File: config.mk
export PLATFORM = sky130hd
export DESIGN_NAME = read_subsystem_top
export DESIGN_NICKNAME = d
export VERILOG_FILES = /design/src/axi_read_pkg.sv /design/src/core_read_pkg.sv /design/src/read_dispatch.sv /design/src/read_client.sv /design/src/axi_read_arbiter.sv /design/src/result_collect.sv /design/src/read_subsystem_top.sv
export SDC_FILE = /design/constraint.sdc
export NUM_CORES = 1
export LEC_CHECK = 0
export BUFFER_PORTS_ARGS = -buffer_cell sky130_fd_sc_hd__buf_4
export CAP_MARGIN = 15
export CELL_PAD_IN_SITES_DETAIL_PLACEMENT = 0
export CELL_PAD_IN_SITES_GLOBAL_PLACEMENT = 1
export CORE_MARGIN = 5
export CORE_UTILIZATION = 45
export DETAILED_ROUTE_END_ITERATION = 8
export PLACE_DENSITY = 0.81
export SYNTH_ARGS = -nofsm -noshare
export SYNTH_HDL_FRONTEND = slang
export SYNTH_HIERARCHICAL = 1
export SYNTH_SLANG_ARGS = --single-unit
export TNS_END_PERCENT = 5
File: constraint.sdc
create_clock -name clk -period 19.85 [get_ports clk]
set_input_delay 3.97 -clock clk [delete_from_list [all_inputs] [get_ports clk]]
set_output_delay 3.97 -clock clk [all_outputs]
set_load 0.05 [all_outputs]
File: src/axi_read_pkg.sv
package axi_read_pkg;

	localparam int unsigned ADDR_WIDTH = 32;
	localparam int unsigned DATA_WIDTH = 64;
	localparam int unsigned LEN_WIDTH = 8;
	localparam int unsigned SIZE_WIDTH = 2;
	localparam int unsigned RESP_WIDTH = 2;

	typedef logic [ADDR_WIDTH-1:0] addr_t;
	typedef logic [DATA_WIDTH-1:0] data_t;
	typedef logic [LEN_WIDTH-1:0] len_t; // Beats minus one
	typedef logic [SIZE_WIDTH-1:0] size_t; // Log2 of bytes per beat
	typedef logic [RESP_WIDTH-1:0] resp_t;

	localparam resp_t RESP_OKAY = 2'b00;
	localparam resp_t RESP_SLVERR = 2'b10;

	// Address read request, every burst is INCR
	typedef struct packed {
		addr_t addr;
		len_t len;
		size_t size;
	} ar_req_t;

	// Read data beat, it carries its own address
	typedef struct packed {
		data_t data;
		addr_t addr;
		resp_t resp;
		logic last;
	} r_beat_t;

endpackage

File: src/core_read_pkg.sv
package core_read_pkg;

	localparam int unsigned NUM_CLIENTS = 2; // Fetch and memory
	localparam int unsigned DISPATCH_DEPTH = 4;
	localparam int unsigned DISPATCH_PTR_W = $clog2(DISPATCH_DEPTH);
	localparam int unsigned RESULT_DEPTH = 2;

	typedef logic [$clog2(NUM_CLIENTS)-1:0] client_id_t;

	typedef struct packed {
		client_id_t id;
		axi_read_pkg::ar_req_t req;
	} read_cmd_t;

	typedef struct packed {
		client_id_t id;
		axi_read_pkg::r_beat_t beat;
	} read_res_t;

	typedef enum logic [1:0] {
		IDLE,
		ADDR,
		DATA
	} client_state_t;

	// First requester at or after start, counting round the ring
	function automatic client_id_t rr_pick(input logic [NUM_CLIENTS-1:0] valid,
			input client_id_t start);
		int unsigned idx;
		client_id_t pick;
		pick = client_id_t'(int'(start) % NUM_CLIENTS);
		for (int k = NUM_CLIENTS - 1; k >= 0; k--) begin
			idx = (int'(start) + k) % NUM_CLIENTS;
			if (valid[idx])
				pick = client_id_t'(idx);
		end
		return pick;
	endfunction

endpackage

File: src/read_dispatch.sv
`timescale 1ns/10ps

module read_dispatch (
	input  logic clk,
	input  logic reset,
	input  logic cmd_valid,
	output logic cmd_ready,
	input  core_read_pkg::read_cmd_t cmd,
	output logic [core_read_pkg::NUM_CLIENTS-1:0] client_cmd_valid,
	output axi_read_pkg::ar_req_t client_cmd,
	input  logic [core_read_pkg::NUM_CLIENTS-1:0] client_cmd_ready
);

	core_read_pkg::read_cmd_t queue [core_read_pkg::DISPATCH_DEPTH];
	logic [core_read_pkg::DISPATCH_PTR_W-1:0] wr_ptr;
	logic [core_read_pkg::DISPATCH_PTR_W-1:0] rd_ptr;
	logic [core_read_pkg::DISPATCH_PTR_W:0] count;
	logic [core_read_pkg::DISPATCH_PTR_W:0] count_next;
	core_read_pkg::read_cmd_t head;
	logic push;
	logic pop;

	assign head = queue[rd_ptr];
	assign push = cmd_valid && cmd_ready;
	assign pop = (count != '0) && client_cmd_ready[head.id]; // Head leaves when its client takes it
	assign client_cmd = head.req;

	always_comb begin
		for (int i = 0; i < core_read_pkg::NUM_CLIENTS; i++)
			client_cmd_valid[i] = (count != '0) && (head.id == core_read_pkg::client_id_t'(i));
	end

	always_comb begin
		count_next = count;
		if (push && !pop)
			count_next = count + 1'b1;
		else if (pop && !push)
			count_next = count - 1'b1;
	end

	always_ff @(posedge clk) begin
		if (reset) begin
			wr_ptr <= '0;
			rd_ptr <= '0;
			count <= '0;
			cmd_ready <= 1'b0; // Rises on the first cycle out of reset
		end else begin
			if (push)
				wr_ptr <= wr_ptr + 1'b1;
			if (pop)
				rd_ptr <= rd_ptr + 1'b1;
			count <= count_next;
			cmd_ready <= count_next < (core_read_pkg::DISPATCH_PTR_W + 1)'(core_read_pkg::DISPATCH_DEPTH);
		end
	end

	always_ff @(posedge clk) begin
		if (push)
			queue[wr_ptr] <= cmd;
	end

endmodule

File: src/read_client.sv
`timescale 1ns/10ps

module read_client #(
	parameter core_read_pkg::client_id_t CLIENT_ID = '0
) (
	input  logic clk,
	input  logic reset,
	input  logic cmd_valid,
	output logic cmd_ready,
	input  axi_read_pkg::ar_req_t cmd,
	output logic ar_valid,
	input  logic ar_ready,
	output axi_read_pkg::ar_req_t ar,
	input  logic r_valid,
	output logic r_ready,
	input  axi_read_pkg::r_beat_t r,
	output logic res_valid,
	input  logic res_ready,
	output axi_read_pkg::r_beat_t res
);

	core_read_pkg::client_state_t state;
	axi_read_pkg::ar_req_t req_q;
	axi_read_pkg::len_t beat_cnt;

	axi_read_pkg::r_beat_t buf_mem [core_read_pkg::RESULT_DEPTH];
	logic [$clog2(core_read_pkg::RESULT_DEPTH)-1:0] wr_ptr;
	logic [$clog2(core_read_pkg::RESULT_DEPTH)-1:0] rd_ptr;
	logic [$clog2(core_read_pkg::RESULT_DEPTH):0] fill;
	logic push;
	logic pop;

	assign cmd_ready = (state == core_read_pkg::IDLE);
	assign ar_valid = (state == core_read_pkg::ADDR);
	assign ar = req_q;

	// Bus side stalls once both result slots are taken
	assign r_ready = (state == core_read_pkg::DATA) && (fill < core_read_pkg::RESULT_DEPTH);
	assign push = r_valid && r_ready;

	assign res_valid = (fill != '0);
	assign res = buf_mem[rd_ptr];
	assign pop = res_valid && res_ready;

	always_ff @(posedge clk) begin
		if (reset) begin
			state <= core_read_pkg::IDLE;
			beat_cnt <= '0;
		end else begin
			case (state)
				core_read_pkg::IDLE: begin
					if (cmd_valid)
						state <= core_read_pkg::ADDR;
				end
				core_read_pkg::ADDR: begin
					if (ar_ready) begin
						state <= core_read_pkg::DATA;
						beat_cnt <= '0;
					end
				end
				core_read_pkg::DATA: begin
					if (push) begin
						beat_cnt <= beat_cnt + 1'b1;
						if (r.last || beat_cnt == req_q.len)
							state <= core_read_pkg::IDLE; // Burst done
					end
				end
				default: state <= core_read_pkg::IDLE;
			endcase
		end
	end

	always_ff @(posedge clk) begin
		if (state == core_read_pkg::IDLE && cmd_valid)
			req_q <= cmd;
	end

	always_ff @(posedge clk) begin
		if (reset) begin
			wr_ptr <= CLIENT_ID; // Each client starts in its own slot
			rd_ptr <= CLIENT_ID;
			fill <= '0;
		end else begin
			if (push)
				wr_ptr <= wr_ptr + 1'b1;
			if (pop)
				rd_ptr <= rd_ptr + 1'b1;
			if (push && !pop)
				fill <= fill + 1'b1;
			else if (pop && !push)
				fill <= fill - 1'b1;
		end
	end

	always_ff @(posedge clk) begin
		if (push)
			buf_mem[wr_ptr] <= r;
	end

endmodule

File: src/axi_read_arbiter.sv
`timescale 1ns/10ps

module axi_read_arbiter (
	input  logic clk,
	input  logic reset,
	input  logic [core_read_pkg::NUM_CLIENTS-1:0] req_valid,
	output logic [core_read_pkg::NUM_CLIENTS-1:0] req_ready,
	input  axi_read_pkg::ar_req_t req [core_read_pkg::NUM_CLIENTS],
	output logic m_ar_valid,
	input  logic m_ar_ready,
	output axi_read_pkg::ar_req_t m_ar,
	input  logic m_r_valid,
	output logic m_r_ready,
	input  axi_read_pkg::r_beat_t m_r,
	output logic [core_read_pkg::NUM_CLIENTS-1:0] beat_valid,
	input  logic [core_read_pkg::NUM_CLIENTS-1:0] beat_ready,
	output axi_read_pkg::r_beat_t beat
);

	logic busy; // Bus locked to owner until its last beat
	logic ar_sent;
	core_read_pkg::client_id_t owner;
	core_read_pkg::client_id_t rr_ptr;
	core_read_pkg::client_id_t pick;
	logic last_accept;

	assign pick = core_read_pkg::rr_pick(req_valid, rr_ptr);
	assign last_accept = m_r_valid && m_r_ready && m_r.last;

	assign m_ar_valid = busy && !ar_sent && req_valid[owner];
	assign m_ar = req[owner];
	assign m_r_ready = busy && ar_sent && beat_ready[owner];
	assign beat = m_r; // Only the owner sees valid

	always_comb begin
		for (int i = 0; i < core_read_pkg::NUM_CLIENTS; i++) begin
			req_ready[i] = busy && !ar_sent && m_ar_ready
				&& (owner == core_read_pkg::client_id_t'(i));
			beat_valid[i] = busy && ar_sent && m_r_valid
				&& (owner == core_read_pkg::client_id_t'(i));
		end
	end

	always_ff @(posedge clk) begin
		if (reset) begin
			busy <= 1'b0;
			ar_sent <= 1'b0;
			owner <= '0;
			rr_ptr <= '0;
		end else if (!busy) begin
			if (|req_valid) begin
				busy <= 1'b1;
				ar_sent <= 1'b0;
				owner <= pick;
			end
		end else begin
			if (m_ar_valid && m_ar_ready)
				ar_sent <= 1'b1;
			if (last_accept) begin
				busy <= 1'b0;
				ar_sent <= 1'b0;
				rr_ptr <= owner + 1'b1; // Next search starts past the owner
			end
		end
	end

endmodule

File: src/result_collect.sv
`timescale 1ns/10ps

module result_collect (
	input  logic clk,
	input  logic reset,
	input  logic [core_read_pkg::NUM_CLIENTS-1:0] in_valid,
	output logic [core_read_pkg::NUM_CLIENTS-1:0] in_ready,
	input  axi_read_pkg::r_beat_t in_beat [core_read_pkg::NUM_CLIENTS],
	output logic res_valid,
	input  logic res_ready,
	output core_read_pkg::read_res_t res
);

	logic locked;
	core_read_pkg::client_id_t owner;
	core_read_pkg::client_id_t rr_ptr;
	core_read_pkg::client_id_t sel;
	logic out_free;
	logic accept;

	// A burst in progress keeps its source selected
	assign sel = locked ? owner : core_read_pkg::rr_pick(in_valid, rr_ptr);
	assign out_free = !res_valid || res_ready;
	assign accept = in_valid[sel] && out_free;

	always_comb begin
		for (int i = 0; i < core_read_pkg::NUM_CLIENTS; i++)
			in_ready[i] = out_free && (sel == core_read_pkg::client_id_t'(i));
	end

	always_ff @(posedge clk) begin
		if (reset) begin
			res_valid <= 1'b0;
			locked <= 1'b0;
			owner <= '0;
			rr_ptr <= '0;
		end else if (accept) begin
			res_valid <= 1'b1;
			if (in_beat[sel].last) begin
				locked <= 1'b0;
				rr_ptr <= sel + 1'b1;
			end else begin
				locked <= 1'b1;
				owner <= sel;
			end
		end else if (res_ready) begin
			res_valid <= 1'b0;
		end
	end

	always_ff @(posedge clk) begin
		if (accept) begin
			res.id <= sel; // Tag with the source index
			res.beat <= in_beat[sel];
		end
	end

endmodule

File: src/read_subsystem_top.sv
`timescale 1ns/10ps

module read_subsystem_top (
	input  logic clk,
	input  logic reset,
	input  logic cmd_valid,
	output logic cmd_ready,
	input  core_read_pkg::read_cmd_t cmd,
	output logic res_valid,
	input  logic res_ready,
	output core_read_pkg::read_res_t res,
	output logic m_ar_valid,
	input  logic m_ar_ready,
	output axi_read_pkg::ar_req_t m_ar,
	input  logic m_r_valid,
	output logic m_r_ready,
	input  axi_read_pkg::r_beat_t m_r
);

	logic [core_read_pkg::NUM_CLIENTS-1:0] client_cmd_valid;
	logic [core_read_pkg::NUM_CLIENTS-1:0] client_cmd_ready;
	axi_read_pkg::ar_req_t client_cmd;

	logic [core_read_pkg::NUM_CLIENTS-1:0] ar_valid;
	logic [core_read_pkg::NUM_CLIENTS-1:0] ar_ready;
	axi_read_pkg::ar_req_t ar [core_read_pkg::NUM_CLIENTS];

	logic [core_read_pkg::NUM_CLIENTS-1:0] r_valid;
	logic [core_read_pkg::NUM_CLIENTS-1:0] r_ready;
	axi_read_pkg::r_beat_t r_beat;

	logic [core_read_pkg::NUM_CLIENTS-1:0] client_res_valid;
	logic [core_read_pkg::NUM_CLIENTS-1:0] client_res_ready;
	axi_read_pkg::r_beat_t client_res [core_read_pkg::NUM_CLIENTS];

	read_dispatch u_dispatch (
		.clk(clk),
		.reset(reset),
		.cmd_valid(cmd_valid),
		.cmd_ready(cmd_ready),
		.cmd(cmd),
		.client_cmd_valid(client_cmd_valid),
		.client_cmd(client_cmd),
		.client_cmd_ready(client_cmd_ready)
	);

	for (genvar i = 0; i < core_read_pkg::NUM_CLIENTS; i++) begin : g_client
		read_client #(
			.CLIENT_ID(core_read_pkg::client_id_t'(i))
		) u_client (
			.clk(clk),
			.reset(reset),
			.cmd_valid(client_cmd_valid[i]),
			.cmd_ready(client_cmd_ready[i]),
			.cmd(client_cmd),
			.ar_valid(ar_valid[i]),
			.ar_ready(ar_ready[i]),
			.ar(ar[i]),
			.r_valid(r_valid[i]),
			.r_ready(r_ready[i]),
			.r(r_beat),
			.res_valid(client_res_valid[i]),
			.res_ready(client_res_ready[i]),
			.res(client_res[i])
		);
	end

	axi_read_arbiter u_arbiter (
		.clk(clk),
		.reset(reset),
		.req_valid(ar_valid),
		.req_ready(ar_ready),
		.req(ar),
		.m_ar_valid(m_ar_valid),
		.m_ar_ready(m_ar_ready),
		.m_ar(m_ar),
		.m_r_valid(m_r_valid),
		.m_r_ready(m_r_ready),
		.m_r(m_r),
		.beat_valid(r_valid),
		.beat_ready(r_ready),
		.beat(r_beat)
	);

	result_collect u_collect (
		.clk(clk),
		.reset(reset),
		.in_valid(client_res_valid),
		.in_ready(client_res_ready),
		.in_beat(client_res),
		.res_valid(res_valid),
		.res_ready(res_ready),
		.res(res)
	);

endmodule

==> summary.md <==
| Metric | Value |
|---|---|
| Family with the most delay on the worst path | buffers and inverters |
| Antenna violations before repair | 13 |
| Post-Synth Simple-Gate Area | 2.210% |
| Hold Crit Class | reg -> reg |
| Clk pin slew, worst setup/hold paths | 0.06 ns |
| Final WS setup | 13.69 ns |
| CTS H-tree lvls | 3 |
| Root Driver | clkbuf_16 |
| All-layer global routing usage | 15.78% |
| Initial Utilization | 45.19% |
| RSZ-0062 raised after global routing | no |
| Vias in the first global route | 15400 |
| Worst reg2reg path depth | 7 |
| Pin count of the biggest net entering global routing | 79 |
| Worst VDD drop | 0.1159 mV |
| Adder-Cell Fraction of Synth Area | 0.5167% |
| Initial DRC count | 1044 |
| FF+latch count, synth | 800 |
| Gr ovfl total | 0 |
| Max Slew Vio Count | 0 |
| Final period util | 31.05% |
| Switching power share of the total | 31.43% |
| Syn Area/Cell | 19.77 sq um |
| CTS Buf Count | 84 |
| Fin crit period | 6.164 ns |
| Mux contribution to synthesized area | 16.50% |
| DRT antenna net count | 0 |
| Hold path cells | 2 |
| WP data arrival | 2.19 ns |
| Max cap viols | 0 |
| Data required time at the worst endpoint | 15.88 ns |
| Clk Latency, worst-skew pair | 0.61 ns |
| DP HPWL | 36230 microns |
| Drt pass-1 iters | 4 |
| Flop pwr share | 43.6% |
| Synth Cell Area | 31480 sq um |
| Register area share after synthesis | 74.79% |
| Worst Hold Launch | g_client[1].u_client/rd_ptr |
| Die span in x | 274.5 microns |
| Via-per-instance ratio | 5.087 |
| Layout cells sized above 1 | 42.35% |
| WP buf/inv | 2 |
| Final-stage net count | 1997 |
| Clock Path Buffers | 3 |
| Row count | 97 |
| Max Clk Rate | 162.2 MHz |
| Max-slew headroom | 27.11% |
| Cts hold-fix bufs | 0 |
| Worst Setup Start Kind | flop |
| Critical path's slowest cell | buf_4 |
| Routed len/inst | 21.26 microns |
| DR vias | 14510 |
| Area Overhead vs Synth | 16.78% |
| Clk pwr share | 30.1% |
| Final-report hold violation count | 0 |
| Die area | 75340 sq um |
| Mapped Cells | 1592 |
| Global-route wire length before repair | 90580 microns |
| Post-synthesis cell type count | 58 |
| Largest family of logic cells by synthesized area | multiplexers |
| Max Clock Skew | 0.01625 ns |
| Critical R2R Capture | u_collect/res[94] |
| Clk sinks | 800 |
| Mapped Nets | 1753 |
| Final setup vio count | 0 |
| Gate power share | 26.4% |
| Placer Congestion | 0.7397 |
| Critical R2R Launch | g_client[1].u_client/fill[1] |
| Synth async-reset ratio | 0% |
| Cell seen most often among critical-path stages | buf_4 |
| Worst-margin pin slew | 1.091 ns |
| Die H | 274.5 microns |
| # port buffers | 293 |
| Switching power | 1.619 mW |
| EDFF count, synth | 752 |
| DR DRC count | 0 |
| Core area | 69660 sq um |
| Internal | 3.531 mW |
| Post-synthesis compound-gate area fraction | 1.220% |
| CP Max Fanout | 50 |
| Critical path endpoint category | output port |
| Slowest stage delay, CP | 0.58 ns |
| Post-CTS Setup Repair Bufs | 0 |
| R2r setup slk | 15.73 ns |
| Post-CTS Resized | 0 |
| Leakage | 12.76 nW |
| Post-layout util | 52.77% |
| Status | complete, no violations |
| Setup CP Type | reg -> out |
| CTS tree | built |
| Post-Route WL | 60660 microns |
| PD cells | 140.1 nW/um^2 |
| Setup TNS Final | 0 ns |
| DP Worst Slack | 12.98 ns |
| Most common flop cell mapped by yosys | edfxtp_1 |
| Xor-xnor portion of the synthesized cell area | 1.029% |
| Synth warn | 6 |
| I/O pin cnt | 294 |
| Crit-path cells | buf_4, mux2i_2, nor2_1, buf_4 |
[cells in the final DEF, fill, tap and decap left out, drive strengths merged, types with 5 or more instances in the layout]
| master | n |
|---|---|
| o21ai | 15 |
| clkinv | 36 |
| or3 | 6 |
| edfxtp | 752 |
| diode | 10 |
| xor2 | 10 |
| bufinv | 9 |
| nand2 | 17 |
| nor3 | 5 |
| mux2 | 339 |
| a21oi | 20 |
| mux4 | 43 |
| ha | 13 |
| dfxtp | 48 |
| inv | 19 |
| nor2 | 40 |
| nor2b | 8 |
| clkbuf | 105 |
| xnor2 | 27 |
| a211oi | 8 |
| and3 | 5 |
| nand2b | 9 |
| or2 | 5 |
| and2 | 5 |
| nand4 | 5 |
| mux2i | 7 |
| buf | 314 |
[synth_stat cells, types with 2 or more instances]
| library cell | count | area (sq um) |
|---|---|---|
| mux2_2 | 209 | 2354 |
| nor2_1 | 39 | 146.4 |
| buf_6 | 17 | 191.4 |
| mux2i_2 | 2 | 27.53 |
| nor3_1 | 5 | 25.02 |
| nand2b_1 | 9 | 56.30 |
| mux2i_1 | 5 | 50.05 |
| a211oi_1 | 5 | 37.54 |
| o2111ai_1 | 4 | 35.03 |
| dfxtp_1 | 48 | 960.9 |
| clkbuf_2 | 2 | 10.01 |
| a21oi_1 | 20 | 100.1 |
| buf_4 | 99 | 743.2 |
| clkbuf_1 | 17 | 63.81 |
| a211oi_2 | 3 | 37.54 |
| ha_1 | 13 | 162.7 |
| o21ai_0 | 13 | 65.06 |
| or2_2 | 3 | 18.77 |
| o21ai_1 | 2 | 10.01 |
| buf_2 | 21 | 105.1 |
| mux2_4 | 88 | 1321 |
| nand3_1 | 4 | 20.02 |
| mux2_1 | 42 | 473.0 |
| or3_1 | 6 | 37.54 |
| and3_1 | 5 | 31.28 |
| nand2_1 | 17 | 63.81 |
| o211ai_1 | 2 | 15.01 |
| mux4_2 | 43 | 968.4 |
| nand3b_1 | 2 | 15.01 |
| edfxtp_1 | 752 | 22580 |
| nand4_1 | 5 | 31.28 |
| inv_1 | 16 | 60.06 |
| xnor2_1 | 27 | 236.5 |
| and2_1 | 5 | 31.28 |
| xor2_1 | 10 | 87.58 |
| o31ai_1 | 2 | 15.01 |
| and3b_1 | 2 | 17.52 |
| nor2b_1 | 8 | 50.05 |
[worst register-to-register path: stages (launching register included)]
cell and delay (ns):
dfxtp_1 0.37, or2_2 0.36, nor2b_1 0.17, a211oi_2 0.10, nor2_4 0.84, buf_4 0.78
buf_4 0.83, mux2_2 0.41
[layout make-up]
type,instances,area (sq um)
repair buffers,314,2377
well taps,940,1176
diodes,10,25.02
clock buffers,105,2276
flip-flops and latches,800,23560
inverters,17,63.81
multi-input cells,619,6808
fillers,5432,32900
clock inverters,48,480.5
[registers in the layout (all words and copies together) (netlist names), named ones only]
| register | flops |
|---|---|
| g_client.u_client/ar | 84 |
| g_client.u_client/beat_cnt | 16 |
| g_client.u_client/buf_mem | 396 |
| g_client.u_client/fill | 4 |
| g_client.u_client/rd_ptr | 2 |
| g_client.u_client/state | 4 |
| g_client.u_client/wr_ptr | 2 |
| u_arbiter/ar_sent | 1 |
| u_arbiter/busy | 1 |
| u_arbiter/owner | 1 |
| u_arbiter/rr_ptr | 1 |
| u_collect/locked | 1 |
| u_collect/owner | 1 |
| u_collect/res | 100 |
| u_collect/res_valid | 1 |
| u_collect/rr_ptr | 1 |
| u_dispatch/cmd_ready | 1 |
| u_dispatch/count | 2 |
| u_dispatch/queue | 172 |
| u_dispatch/rd_ptr | 2 |
| u_dispatch/wr_ptr | 2 |
[cell families (layout without fill, tap and decap cells)]
kind of cell,after synthesis,count (layout)
AND/OR/NAND/NOR,124,124
multiplexers,389,389
XOR/XNOR,37,37
AO/OA/AOI/OAI,56,56
adder cells (fa/ha/maj),13,13
buffers and inverters,173,484
flip-flops,800,800
other,0,10
[metrics by stage]
stage	power, mW	area, sq um	hold WS, ns	std cells
global route	5.364	36750	0.5268	2846
finish	5.150	36760	0.4936	2853
detailed placement	3.655	33950	0.4859	2689
CTS	5.215	36710	0.4975	2842
global placement	3.628	33950	0.4658	2689
floorplan	3.258	31480	0.4581	1592
[power groups by stage]
| stage | sequential, mW | combinational (mW) | clock, mW |
|---|---|---|---|
| 6_report | 2.24 | 1.36 | 1.55 |
| 3_3_place_gp | 2.28 | 1.35 | 0 |
| 4_1_cts | 2.25 | 1.37 | 1.59 |
| 2_1_floorplan | 2.61 | 0.651 | 0 |
| 3_5_place_dp | 2.29 | 1.37 | 0 |
| 5_1_grt | 2.27 | 1.43 | 1.67 |
[worst max-delay path by stage]
stage	from	to	slack, ns	depth (start not counted)
after global placement	m_r_valid	g_client[0].u_client/buf_mem[0][8]	12.97	6
after floorplan	res_ready	u_collect/rr_ptr	7.34	4
final	u_arbiter/owner	m_r_ready	13.69	4
after global routing	m_r_valid	g_client[0].u_client/buf_mem[0][68]	13.50	6
after CTS	u_arbiter/owner	m_ar_valid	13.53	4
after detailed placement	m_r_valid	g_client[0].u_client/buf_mem[0][15]	12.98	6
[routing by layer]
metal | up-vias | GRT usage, % | share of wire, %
met2 | 401 | 26.54 | 50
met4 | 8 | 4.766 | 2.1
li1 | 6595 | - | -
met1 | 7409 | 19.27 | 39
met5 | - | 0 | 0.092
met3 | 99 | 5.592 | 8.6
Note: power is estimated with default switching activity, not from simulation.
